==> config.mk <==
export PLATFORM = sky130hd
export DESIGN_NAME = cnn_classifier
export DESIGN_NICKNAME = d
export VERILOG_FILES = /design/src/design/cnn_pkg.sv /design/src/design/cnn_ifs.sv /design/src/design/cnn_classifier.sv /design/src/design/layer_sequencer.sv /design/src/design/mac_pe.sv /design/src/design/operand_ram.sv
export VERILOG_INCLUDE_DIRS = /design/src /design/src/include
export SDC_FILE = /design/constraint.sdc
export NUM_CORES = 2
export LEC_CHECK = 0
export BUFFER_PORTS_ARGS = -buffer_cell sky130_fd_sc_hd__buf_2
export CORE_MARGIN = 5
export CORE_UTILIZATION = 55
export CTS_BUF_LIST = sky130_fd_sc_hd__clkbuf_16
export DETAILED_ROUTE_END_ITERATION = 8
export PLACE_DENSITY = 0.71
export SYNTH_ARGS = -nofsm -noshare
export SYNTH_HDL_FRONTEND = slang
export SYNTH_SLANG_ARGS = --single-unit
export TNS_END_PERCENT = 10
==> constraint.sdc <==
create_clock -name i_clk -period 6.23 [get_ports i_clk]
set_clock_uncertainty 0.15 [all_clocks]
set_input_delay 0.9345 -clock i_clk [delete_from_list [all_inputs] [get_ports i_clk]]
set_output_delay 0.9345 -clock i_clk [all_outputs]
set_load 0.005 [all_outputs]
==> src/include/cnn_config.svh <==
// CNN classifier configuration constants for image, kernel, quantize and buffer sizes
`ifndef CNN_CONFIG_SVH
`define CNN_CONFIG_SVH

// Image side in pixels (square input)
`define CNN_IMG_DIM 8

// Convolution kernel side
`define CNN_K_DIM 3

// Feature map side is the image minus the kernel plus one
`define CNN_FMAP_DIM 6

// Arithmetic right shift applied after ReLU
`define CNN_CONV_SHIFT 4

// Buffer address width covering the 64-word image and weight buffers
`define CNN_ADDR_W 6

// Pixels, weights and features are all one byte
`define CNN_DATA_W 8

// Accumulator width
`define CNN_ACC_W 20

// Dense weights follow the nine kernel taps
`define CNN_DENSE_BASE 9

// Decisions kept in the shift history
`define CNN_HISTORY 8

`endif

==> src/design/cnn_pkg.sv <==
// CNN classifier package with controller states, load target select and data word types
`include "cnn_config.svh"

package cnn_pkg;

    //////////////////////////////////////////////////////////////////////
    // Controller states
    //////////////////////////////////////////////////////////////////////
    typedef enum logic [4:0] {
        ST_IDLE       = 5'd0,
        ST_CONV_ADDR  = 5'd1,
        ST_CONV_READ  = 5'd2,
        ST_CONV_MAC   = 5'd3,
        ST_CONV_WRITE = 5'd4,
        ST_DENSE_ADDR = 5'd5,
        ST_DENSE_READ = 5'd6,
        ST_DENSE_MAC  = 5'd7,
        ST_DECIDE     = 5'd8,
        ST_DONE       = 5'd9
    } seq_state_t;

    // Load port target
    typedef enum logic {
        BUF_IMAGE  = 1'b0,
        BUF_WEIGHT = 1'b1
    } buf_sel_t;

    //////////////////////////////////////////////////////////////////////
    // Data words
    //////////////////////////////////////////////////////////////////////

    // Unsigned pixel or feature
    typedef logic [`CNN_DATA_W-1:0] pixel_t;

    // Signed kernel or dense weight
    typedef logic signed [`CNN_DATA_W-1:0] weight_t;

    // Signed running sum
    typedef logic signed [`CNN_ACC_W-1:0] acc_t;

endpackage

==> src/design/cnn_ifs.sv <==
// CNN classifier interfaces for the buffer port and the processing element
`timescale 1ns/1ps
`include "cnn_config.svh"

//////////////////////////////////////////////////////////////////////
// Buffer port that writes on the clock edge and reads one cycle later
//////////////////////////////////////////////////////////////////////
interface ram_if;
    logic                   we;
    logic [`CNN_ADDR_W-1:0] addr;
    logic [`CNN_DATA_W-1:0] wdata;
    logic [`CNN_DATA_W-1:0] rdata;

    modport owner (
        output we, addr, wdata,
        input  rdata
    );

    modport mem (
        input  we, addr, wdata,
        output rdata
    );
endinterface

//////////////////////////////////////////////////////////////////////
// Processing element control and result
//////////////////////////////////////////////////////////////////////
interface pe_if;
    logic                          valid;
    logic                          clr;
    logic [`CNN_DATA_W-1:0]        data;
    logic signed [`CNN_DATA_W-1:0] weight;
    logic [`CNN_DATA_W-1:0]        result;
    logic                          positive;

    modport ctrl (
        output valid, clr, data, weight,
        input  result, positive
    );

    modport pe (
        input  valid, clr, data, weight,
        output result, positive
    );
endinterface

==> src/design/cnn_classifier.sv <==
// CNN classifier top level with load port steering, operand buffers, PE and sequencer
`timescale 1ns/1ps
`include "cnn_config.svh"

module cnn_classifier import cnn_pkg::*; (
    input  logic                    i_clk,
    input  logic                    i_rst,
    input  logic                    i_start,
    input  logic                    i_load_valid,
    input  buf_sel_t                i_load_sel,
    input  logic [`CNN_ADDR_W-1:0]  i_load_addr,
    input  pixel_t                  i_load_data,
    output logic                    o_busy,
    output logic                    o_done,
    output logic                    o_decision,
    output logic [`CNN_HISTORY-1:0] o_history
);

    localparam int BUF_DEPTH  = 1 << `CNN_ADDR_W;
    localparam int FEAT_DEPTH = `CNN_FMAP_DIM * `CNN_FMAP_DIM;

    logic seq_busy;

    // Indices follow buf_sel_t with the image buffer at 0 and the weight buffer at 1
    ram_if buf_seq_if [2] ();
    ram_if buf_mem_if [2] ();
    ram_if feat_if ();
    pe_if  pe_bus ();

    assign o_busy = seq_busy;

    //////////////////////////////////////////////////////////////////////
    // Image and weight buffers with load port steering
    //////////////////////////////////////////////////////////////////////
    for (genvar b = 0; b < 2; b++) begin : g_load_buf
        logic load_hit;

        // Loads only land while the sequencer is idle
        assign load_hit = i_load_valid && !seq_busy && (i_load_sel == buf_sel_t'(b));

        assign buf_mem_if[b].we    = seq_busy ? buf_seq_if[b].we    : load_hit;
        assign buf_mem_if[b].addr  = seq_busy ? buf_seq_if[b].addr  : i_load_addr;
        assign buf_mem_if[b].wdata = seq_busy ? buf_seq_if[b].wdata : i_load_data;
        assign buf_seq_if[b].rdata = buf_mem_if[b].rdata;

        operand_ram #(
            .DEPTH (BUF_DEPTH)
        ) i_operand_ram (
            .i_clk (i_clk),
            .bus   (buf_mem_if[b])
        );
    end

    //////////////////////////////////////////////////////////////////////
    // Feature buffer owned by the sequencer only
    //////////////////////////////////////////////////////////////////////
    operand_ram #(
        .DEPTH (FEAT_DEPTH)
    ) i_feat_ram (
        .i_clk (i_clk),
        .bus   (feat_if)
    );

    // Shared multiply-accumulate element
    mac_pe i_mac_pe (
        .i_clk (i_clk),
        .i_rst (i_rst),
        .pe    (pe_bus)
    );

    //////////////////////////////////////////////////////////////////////
    // Controller
    //////////////////////////////////////////////////////////////////////
    layer_sequencer i_layer_sequencer (
        .i_clk      (i_clk),
        .i_rst      (i_rst),
        .i_start    (i_start),
        .o_busy     (seq_busy),
        .o_done     (o_done),
        .o_decision (o_decision),
        .o_history  (o_history),
        .img_ram    (buf_seq_if[0]),
        .wgt_ram    (buf_seq_if[1]),
        .feat_ram   (feat_if),
        .pe         (pe_bus)
    );

endmodule

==> src/design/layer_sequencer.sv <==
// Layer sequencer FSM that scans the conv window and the dense pass through one PE
`timescale 1ns/1ps
`include "cnn_config.svh"

module layer_sequencer import cnn_pkg::*; (
    input  logic                    i_clk,
    input  logic                    i_rst,
    input  logic                    i_start,
    output logic                    o_busy,
    output logic                    o_done,
    output logic                    o_decision,
    output logic [`CNN_HISTORY-1:0] o_history,
    ram_if.owner                    img_ram,
    ram_if.owner                    wgt_ram,
    ram_if.owner                    feat_ram,
    pe_if.ctrl                      pe
);

    localparam logic [2:0]             POS_LAST   = 3'(`CNN_FMAP_DIM - 1);
    localparam logic [1:0]             TAP_LAST   = 2'(`CNN_K_DIM - 1);
    localparam logic [`CNN_ADDR_W-1:0] DENSE_LAST =
        `CNN_ADDR_W'(`CNN_FMAP_DIM * `CNN_FMAP_DIM - 1);

    seq_state_t state;

    // Window position and kernel tap
    logic [2:0]             row;
    logic [2:0]             col;
    logic [1:0]             k_row;
    logic [1:0]             k_col;
    logic [`CNN_ADDR_W-1:0] dense_idx;

    logic                   last_tap;
    logic                   last_feat;
    logic                   last_dense;
    logic                   dense_phase;
    logic [`CNN_ADDR_W-1:0] conv_pix_addr;
    logic [`CNN_ADDR_W-1:0] conv_tap_addr;
    logic [`CNN_ADDR_W-1:0] conv_feat_addr;
    logic [`CNN_ADDR_W-1:0] dense_wgt_addr;

    //////////////////////////////////////////////////////////////////////
    // Address generation
    //////////////////////////////////////////////////////////////////////

    // Window origin row*8+col plus tap offset k_row*8+k_col
    assign conv_pix_addr = (`CNN_ADDR_W'(row) + `CNN_ADDR_W'(k_row)) * `CNN_ADDR_W'(`CNN_IMG_DIM)
                         + `CNN_ADDR_W'(col) + `CNN_ADDR_W'(k_col);
    assign conv_tap_addr = `CNN_ADDR_W'(k_row) * `CNN_ADDR_W'(`CNN_K_DIM) + `CNN_ADDR_W'(k_col);
    assign conv_feat_addr = `CNN_ADDR_W'(row) * `CNN_ADDR_W'(`CNN_FMAP_DIM) + `CNN_ADDR_W'(col);
    assign dense_wgt_addr = `CNN_ADDR_W'(`CNN_DENSE_BASE) + dense_idx;

    assign last_tap   = (k_row == TAP_LAST) && (k_col == TAP_LAST);
    assign last_feat  = (row == POS_LAST) && (col == POS_LAST);
    assign last_dense = (dense_idx == DENSE_LAST);

    assign dense_phase = (state == ST_DENSE_ADDR) || (state == ST_DENSE_READ) ||
                         (state == ST_DENSE_MAC);

    // Image and weight buffers are read-only here
    assign img_ram.we    = 1'b0;
    assign img_ram.wdata = '0;
    assign img_ram.addr  = conv_pix_addr;

    assign wgt_ram.we    = 1'b0;
    assign wgt_ram.wdata = '0;
    assign wgt_ram.addr  = dense_phase ? dense_wgt_addr : conv_tap_addr;

    // Feature written once per window and read back in the dense pass
    assign feat_ram.we    = (state == ST_CONV_WRITE);
    assign feat_ram.wdata = pe.result;
    assign feat_ram.addr  = dense_phase ? dense_idx : conv_feat_addr;

    // PE control
    assign pe.valid = (state == ST_CONV_MAC) || (state == ST_DENSE_MAC);
    assign pe.clr   = (state == ST_CONV_WRITE) || (state == ST_DECIDE);

    assign o_busy = (state != ST_IDLE);
    assign o_done = (state == ST_DONE);

    // Latch operands the cycle read data arrives
    always_ff @(posedge i_clk) begin
        if ((state == ST_CONV_READ) || (state == ST_DENSE_READ)) begin
            pe.data   <= dense_phase ? feat_ram.rdata : img_ram.rdata;
            pe.weight <= weight_t'(wgt_ram.rdata);
        end
    end

    //////////////////////////////////////////////////////////////////////
    // Controller FSM
    //////////////////////////////////////////////////////////////////////
    always_ff @(posedge i_clk) begin
        if (i_rst) begin
            state      <= ST_IDLE;
            row        <= '0;
            col        <= '0;
            k_row      <= '0;
            k_col      <= '0;
            dense_idx  <= '0;
            o_decision <= 1'b0;
            o_history  <= '0;
        end else begin
            case (state)
                ST_IDLE: begin
                    if (i_start) begin
                        row       <= '0;
                        col       <= '0;
                        k_row     <= '0;
                        k_col     <= '0;
                        dense_idx <= '0;
                        state     <= ST_CONV_ADDR;
                    end
                end
                ST_CONV_ADDR: begin
                    state <= ST_CONV_READ;
                end
                ST_CONV_READ: begin
                    state <= ST_CONV_MAC;
                end
                ST_CONV_MAC: begin
                    if (last_tap) begin
                        k_row <= '0;
                        k_col <= '0;
                        state <= ST_CONV_WRITE;
                    end else begin
                        if (k_col == TAP_LAST) begin
                            k_col <= '0;
                            k_row <= k_row + 2'd1;
                        end else begin
                            k_col <= k_col + 2'd1;
                        end
                        state <= ST_CONV_ADDR;
                    end
                end
                ST_CONV_WRITE: begin
                    // Result of the ninth tap is stored this cycle
                    if (last_feat) begin
                        row       <= '0;
                        col       <= '0;
                        dense_idx <= '0;
                        state     <= ST_DENSE_ADDR;
                    end else begin
                        if (col == POS_LAST) begin
                            col <= '0;
                            row <= row + 3'd1;
                        end else begin
                            col <= col + 3'd1;
                        end
                        state <= ST_CONV_ADDR;
                    end
                end
                ST_DENSE_ADDR: begin
                    state <= ST_DENSE_READ;
                end
                ST_DENSE_READ: begin
                    state <= ST_DENSE_MAC;
                end
                ST_DENSE_MAC: begin
                    if (last_dense) begin
                        dense_idx <= '0;
                        state     <= ST_DECIDE;
                    end else begin
                        dense_idx <= dense_idx + 1'b1;
                        state     <= ST_DENSE_ADDR;
                    end
                end
                ST_DECIDE: begin
                    // Newest decision enters at bit 0
                    o_decision <= pe.positive;
                    o_history  <= {o_history[`CNN_HISTORY-2:0], pe.positive};
                    state      <= ST_DONE;
                end
                ST_DONE: begin
                    state <= ST_IDLE;
                end
                default: begin
                    state <= ST_IDLE;
                end
            endcase
        end
    end

endmodule

==> src/design/mac_pe.sv <==
// MAC processing element with signed accumulate, ReLU, shift-quantize and saturate
`timescale 1ns/1ps
`include "cnn_config.svh"

module mac_pe import cnn_pkg::*; (
    input logic i_clk,
    input logic i_rst,
    pe_if.pe    pe
);

    localparam acc_t SAT_MAX = acc_t'((1 << `CNN_DATA_W) - 1);

    acc_t                      acc;
    acc_t                      product;
    acc_t                      shifted;
    logic signed [`CNN_DATA_W:0] data_ext;

    // Pixel is unsigned, so pad a zero sign bit before the signed multiply
    assign data_ext = {1'b0, pe.data};
    assign product  = data_ext * pe.weight;

    //////////////////////////////////////////////////////////////////////
    // Accumulator
    //////////////////////////////////////////////////////////////////////
    always_ff @(posedge i_clk) begin
        if (i_rst) begin
            acc <= '0;
        end else if (pe.clr) begin
            acc <= '0;
        end else if (pe.valid) begin
            acc <= acc + product;
        end
    end

    //////////////////////////////////////////////////////////////////////
    // Output stage
    //////////////////////////////////////////////////////////////////////
    assign shifted = acc >>> `CNN_CONV_SHIFT;

    // ReLU first, then clamp the quantized value to one byte
    always_comb begin
        if (acc <= 0) begin
            pe.result = '0;
        end else if (shifted > SAT_MAX) begin
            pe.result = SAT_MAX[`CNN_DATA_W-1:0];
        end else begin
            pe.result = shifted[`CNN_DATA_W-1:0];
        end
    end

    // Dense decision needs a sum strictly above zero
    assign pe.positive = (acc > 0);

endmodule

==> src/design/operand_ram.sv <==
// Single-port synchronous operand buffer with a registered read port
`timescale 1ns/1ps
`include "cnn_config.svh"

module operand_ram import cnn_pkg::*; #(
    parameter int DEPTH = 1 << `CNN_ADDR_W
) (
    input logic i_clk,
    ram_if.mem  bus
);

    // Storage array
    pixel_t mem [DEPTH];

    //////////////////////////////////////////////////////////////////////
    // Write port
    //////////////////////////////////////////////////////////////////////
    always_ff @(posedge i_clk) begin
        if (bus.we) begin
            mem[bus.addr] <= bus.wdata;
        end
    end

    //////////////////////////////////////////////////////////////////////
    // Registered read with data valid the cycle after addr
    //////////////////////////////////////////////////////////////////////
    always_ff @(posedge i_clk) begin
        bus.rdata <= mem[bus.addr];
    end

endmodule

### Word level (Yosys, flattened, before mapping)

Memory sizes are Yosys's and may differ from the RTL's. A register that Yosys moved wholly into a read port is not among the register bits.
Index checks and enable logic that the tools add are counted.

| word-level totals | value |
|---|---|
| register bits after elaboration | 66 |
| RAM bits | 1312 |
| input bits | 19 |
| output and inout port bits | 11 |
| memories | 3 |

| operators by class | value |
|---|---|
| add/sub/neg operators | 12 |
| multipliers | 3 |
| magnitude comparators | 3 |
| eq/ne operators | 18 |
| muxes and demuxes | 39 |
| bitwise gates (word level) | 1 |
| reductions and logical operators | 22 |

Memory list:

| memory | depth | width | read ports | clocked after Yosys merged registers in | wr ports | line | source |
|---|---|---|---|---|---|---|---|
| g_load_buf[0].i_operand_ram.mem | 64 | 8 | 1 | 1 | 1 | operand_ram.sv:13 | `pixel_t mem [DEPTH];` |
| g_load_buf[1].i_operand_ram.mem | 64 | 8 | 1 | 1 | 1 | operand_ram.sv:13 |  |
| i_feat_ram.mem | 36 | 8 | 1 | 1 | 1 | operand_ram.sv:13 |  |

Operators by type and width:

| kind | count |
|---|---|
| case mux 5 bit (9 select lines) | 1 |
| 2-to-1 mux 6 bit | 7 |
| 2-to-1 mux 8 bit | 4 |
| 2-to-1 mux 3 bit | 7 |
| adder 20 x 17 -> 20 bit | 1 |
| equality test 5 x 3 -> 1 bit, second input constant | 4 |
| greater-than comparator 20 x 1 -> 1 bit, second input constant | 1 |
| <= comparator 20 x 1 -> 1 bit, second input constant | 1 |
| case mux 6 bit (3 select lines) | 1 |
| multiplier 9 x 8 -> 17 bit | 1 |
| greater-than comparator 16 x 9 -> 1 bit, second input constant | 1 |
| adder 6 x 3 -> 6 bit | 2 |
| case mux 3 bit (2 select lines) | 2 |
| equality test 5 x 2 -> 1 bit, second input constant | 2 |
| equality test 5 x 4 -> 1 bit, second input constant | 2 |
| 2-to-1 mux 2 bit | 5 |
| AND reduction 3 bit | 3 |
| 2-to-1 mux 1 bit | 8 |
| case mux 2 bit (2 select lines) | 2 |
| adder 3 x 1 -> 3 bit, second input constant | 2 |
| adder 4 x 6 -> 6 bit, first input constant | 1 |
| adder 6 x 1 -> 6 bit, second input constant | 1 |
| adder 6 x 2 -> 6 bit | 1 |
| equality test 3 bit, second input constant | 2 |
| 23 further kinds | 36 |

### Longest topological paths before layout

| depth | value |
|---|---|
| depth in word-level cells | 7 |
| gate-level depth with buffers | 20 |

### Cells and area by module

From an unflattened synthesis, not the netlist that was laid out.

| unflattened totals | value |
|---|---|
| cells, all modules | 3798 |
| area total of the unflattened synthesis | 59390.7 sq um |

By module, submodules not included:

| module | instances | cells an instance | area an instance (sq um) |
|---|---|---|---|
| operand_ram at g_load_buf[0].i_operand_ram ... | 2 | 1171 | 20449.6 |
| operand_ram at i_feat_ram | 1 | 628 | 11512.3 |
| mac_pe | 1 | 423 | 3728.6 |
| layer_sequencer | 1 | 324 | 2805.2 |
| cnn_classifier | 1 | 81 | 445.4 |

### Worst setup path after synthesis

Ideal clock, no wire load.

| timing | value |
|---|---|
| path kind | register -> register |
| start | register i_layer_sequencer.pe.weight[0] |
| end | register i_mac_pe.acc[19] |
| setup time | 0.131 ns |
| arrival | 5.046 ns |
| required time | 5.949 ns |
| path slack | 0.903 ns |
| stages on the path, launching flop included | 20 |
| buffers on the path | 1 |
| period minus slack after synthesis | 5.327 ns |
| path through | edfxtp_1 > clkbuf_1 > nand2_1 > fa_1 > inv_1 > fa_1 > inv_1 > fa_1 > inv_1 > fa_1 > fa_1 > ha_1 > o21a_1 > a2111oi_0 > nor4_1 > nor2_1 > a2111oi_0 > nor3_1 > nor4_1 > nand3_1 |

| on the way | value |
|---|---|
| cells in the longest elaborated chain, start to end | 2 |

Ends and longest elaborated chain:

| element | line | source |
|---|---|---|
| start: declaration | cnn_ifs.sv:37 | `output valid, clr, data, weight,` |
| start signal: assignment | layer_sequencer.sv:85 | `pe.weight <= weight_t'(wgt_ram.rdata);` |
| multiplier 9 x 8 -> 17 bit | mac_pe.sv:20 | `assign product = data_ext * pe.weight;` |
| adder 20 x 17 -> 20 bit | mac_pe.sv:31 | `acc <= acc + product;` |
| end signal: assignment | mac_pe.sv:31 |  |
| end: declaration | mac_pe.sv:13 | `acc_t acc;` |

No other way between the ends.
A chain may end at the register's enable or synchronous reset.

### Worst setup path after layout

| timing | value |
|---|---|
| start | register i_layer_sequencer.pe.data[6] |
| end | register i_mac_pe.acc[19] |

| on the way | value |
|---|---|
| cells in the longest elaborated chain, start to end | 2 |

Ends and longest elaborated chain:

| element | line | source |
|---|---|---|
| start: declaration | cnn_ifs.sv:37 |  |
| start signal: assignment | layer_sequencer.sv:84 | `pe.data <= dense_phase ? feat_ram.rdata : img_ram.rdata;` |
| multiplier 9 x 8 -> 17 bit | mac_pe.sv:20 |  |
| adder 20 x 17 -> 20 bit | mac_pe.sv:31 |  |

No other way between the ends.

==> run_results.csv <==
group,metric,value,unit
run_status,run_status,"finished, final reports clean",
sta,setup_viol,0,
detailed_routing,first_iter_violations,4465,
detailed_routing,wirelength_routed,141000,microns
cells_and_area,synthToLayoutAreaGrowth,12.0,%
power_and_ir_drop,post-layout-total-power,25.7,mW
clocking,post-cts-setup-buffer-count,0,
grt,grt_first_pass_wirelength,210000,microns
setup_path,timing.critical_path.max_delay_family,"adder cells",
detailed_routing,detailroute.via_count,33552,
clocking,clock_sinks,1400,
detailed_routing,remaining_drcs,0,
synth,syn_inst,3610,
synth,netlist_area,0.0559,sq mm
clocking,worst_setup_hold_path_clk_slew,0.07,ns
setup_path,cp_common_cell,"fa_1",
die,io_pins,30,
synth,synthesis.yosys.warnings,0,
sta,final.setup.tns,0,ns
grt,grt_max_degree,95,
synth,synth_ff_type,"edfxtp_1",
detailed_routing,vias_per_cell,6.48,
flow_run,cap_viol_max_count,0,
clocking,clock_insertion_delay_worst_skew,0.75,ns
sta,rsz_0062_raised_after_global_routing,"no",
sta,fmax,0.173,GHz
sta,slew_headroom,0.151,
clocking,cts_root_buffer,"clkbuf_16",
cells_and_area,multi_input_area,0.0137,sq mm
setup_path,arrival,6.25,ns
synth,synth_nets,3759,
power_and_ir_drop,vdd_drop_max,0.327,mV
synth,netlist_top_cells_area,"edfxtp_1, a22oi_1, dfxtp_1",
die,die_span_y,329,microns
setup_path,endpoint_kind,"flop",
worst_hold_path,hp-class,"flop to flop",
synth,synthDistinctLibCells,76,
setup_path,critical_path.max_fanout,8,
cells_and_area,post_route_cells_drive_above_1_share,0.112,
power_and_ir_drop,power-per-cell-area,410,mW/mm^2
synth,mean_cell_area_of_the_mapped_netlist,15.5,sq um
setup_path,worstSetupPathType,"flop to flop",
detailed_routing,drt-wirelength-per-cell,27.3,microns
grt,grt.overflow.total,0,
power_and_ir_drop,p_leak,20.4,nW
synth,synth_common_cells,"edfxtp_1, a22oi_1, nand2_1, nor2_1, clkbuf_1",
setup_path,worst_path_max_delay_cell,"fa_1",
die,rows,117,
setup_path,path_cells,"nand2_1, fa_1, inv_1, fa_1, inv_1, fa_1, inv_1, fa_1, fa_1, ha_1, o21a_1, a2111oi_0, buf_4, nor4_1, nor2_1, a2111oi_0, nor3_1, nor4_1, nand3_1",
placement,dp.final_hpwl,84100,microns
synth,yosys.area.top_type_share,0.713,
detailed_routing,drt-pass1-iter-count,7,
placement,placer_s_final_routability_congestion_estimate,0.933,
synth,post-synth-top-count-cell,"edfxtp_1",
sta,measured_slew_at_the_worst_slew_check_pin,1.27,ns
placement,io_buffer_count,29,
detailed_routing,drtAntennaViolNets,0,
setup_path,start_kind,"flop",
clocking,numCtsBuffers,140,
die,die_w,329,microns
grt,antenna_found_initial,5,
synth,asyncSetResetFlopFracSynth,0,
cells_and_area,final.fill_count,7292,
sta,timing.final.crit_period,5.79,ns
setup_path,critical_path_buf_inv_count,4,
grt,grt.total_usage,0.259,
synth,synth_edf_count,1328,
synth,synth_sequential_area_ratio,0.739,
setup_path,delay_of_the_slowest_critical_path_stage,0.53,ns
die,initial_core_util,0.552,
cells_and_area,layout.nets,3843,
sta,final_max_slew_viol_count,0,
clocking,post_cts_resized,0,
grt,number_of_global_route_vias_before_repair,32201,
synth,synthDominantAreaCellType,"edfxtp_1",
die,design.die.area,0.108,sq mm
clocking,cts_hold_buffers,0,
setup_path,worst-endpoint-required,6.69,ns
sta,post-route-period-util,0.929,
cells_and_area,footprint_of_the_flip_flops_and_latches,0.0413,sq mm
synth,yosys_register_bits,1400,
sta,hold_viol_final,0,
clocking,cts-htree-levels,4,
die,core_region_area,0.101,sq mm
clocking,cts_tree,"done",
clocking,clock_tree.buffer_depth,3,
==> flip-flops by register name, summed over array words and instances (netlist names), 6 cells and up <==
name,flops
g_load_buf.i_operand_ram.mem,1024
i_layer_sequencer.pe.data,8
i_layer_sequencer.pe.weight,8
i_feat_ram.bus.rdata,8
i_feat_ram.mem,288
g_load_buf.i_operand_ram.bus.rdata,16
i_mac_pe.acc,20
i_layer_sequencer.o_history,8
i_layer_sequencer.dense_idx,6
==> logic make-up after synthesis <==
kind of cell    after synthesis  share of synthesized area
simple gates                828                     0.0717
flops                      1400                      0.739
xor+xnor                     31                    0.00486
fa+ha+maj                   130                     0.0368
mux                          54                     0.0120
buf+inv                     282                     0.0202
compound gates              885                      0.115
==> path summary, 6_finish.rpt <==
check | from | endpoint | slack, ns | cells past startpoint
worst max-delay path | i_layer_sequencer.pe.data[6] | i_mac_pe.acc[19] | 0.44 | 19
worst max register to register | i_layer_sequencer.pe.data[6] | i_mac_pe.acc[19] | 0.44 | 19
worst min register to register | i_layer_sequencer.o_history[3] | i_layer_sequencer.o_history[4] | 0.30 | 2
worst min-delay path | i_layer_sequencer.o_history[3] | i_layer_sequencer.o_history[4] | 0.30 | 2
==> layer usage <==
metal	routed length, microns	vias to the layer above	track usage
met5	0	-	0
met4	4340	0	0.0831
met3	15700	278	0.0586
met2	64100	1996	0.387
met1	57100	16768	0.385
li1	-	14510	-
==> cells in the final DEF, fill, tap and decap left out, drive strengths merged, types with 15 or more instances in the layout <==
cell	n
a211oi	16
a21oi	111
a221oi	31
a22o	29
a22oi	480
a31oi	34
a41oi	35
and2	37
and4	65
buf	144
clkbuf	142
clkinv	66
dfxtp	72
edfxtp	1328
fa	57
ha	73
inv	114
mux2	23
mux2i	23
nand2	295
nand3	52
nor2	224
nor3	61
o21ai	29
o22ai	42
or3	18
xnor2	15
xor2	16
==> stage by stage <==
stage	setup slack [ns]	hold WS, ns	std cells	util	instance area (sq um)
floorplan	0.903	0.236	3610	-	55900
global placement	0.491	0.269	4920	0.573	58100
detailed placement	0.464	0.297	4920	0.573	58100
CTS	0.444	0.302	5177	0.618	62600
global route	0.147	0.325	5177	0.618	62600
finish	0.444	0.301	5179	0.618	62600
==> worst min-delay path, stage by stage, from the launching register on <==
cell     delay (ns)
dfxtp_1        0.32
nand2_1        0.05
a21oi_1        0.05
==> power by group <==
group          switching, mW  leakage [nW]  internal (mW)
logic                   4.09          5.42           1.95
clock network           3.52          2.31           4.67
registers              0.124          12.7           11.3
==> cell type report <==
| class | instances | area share |
|---|---|---|
| Clock inverter | 115 | 0.0150 |
| Timing Repair Buffer | 144 | 0.0173 |
| Clock buffer | 142 | 0.0568 |
| Inverter | 80 | 0.00480 |
| Sequential cell | 1400 | 0.660 |
| Antenna cell | 2 | 0.0000800 |
| Tap cell | 1368 | 0.0274 |
| Multi-Input combinational cell | 1928 | 0.218 |
Note: power is estimated with default switching activity, not from simulation.
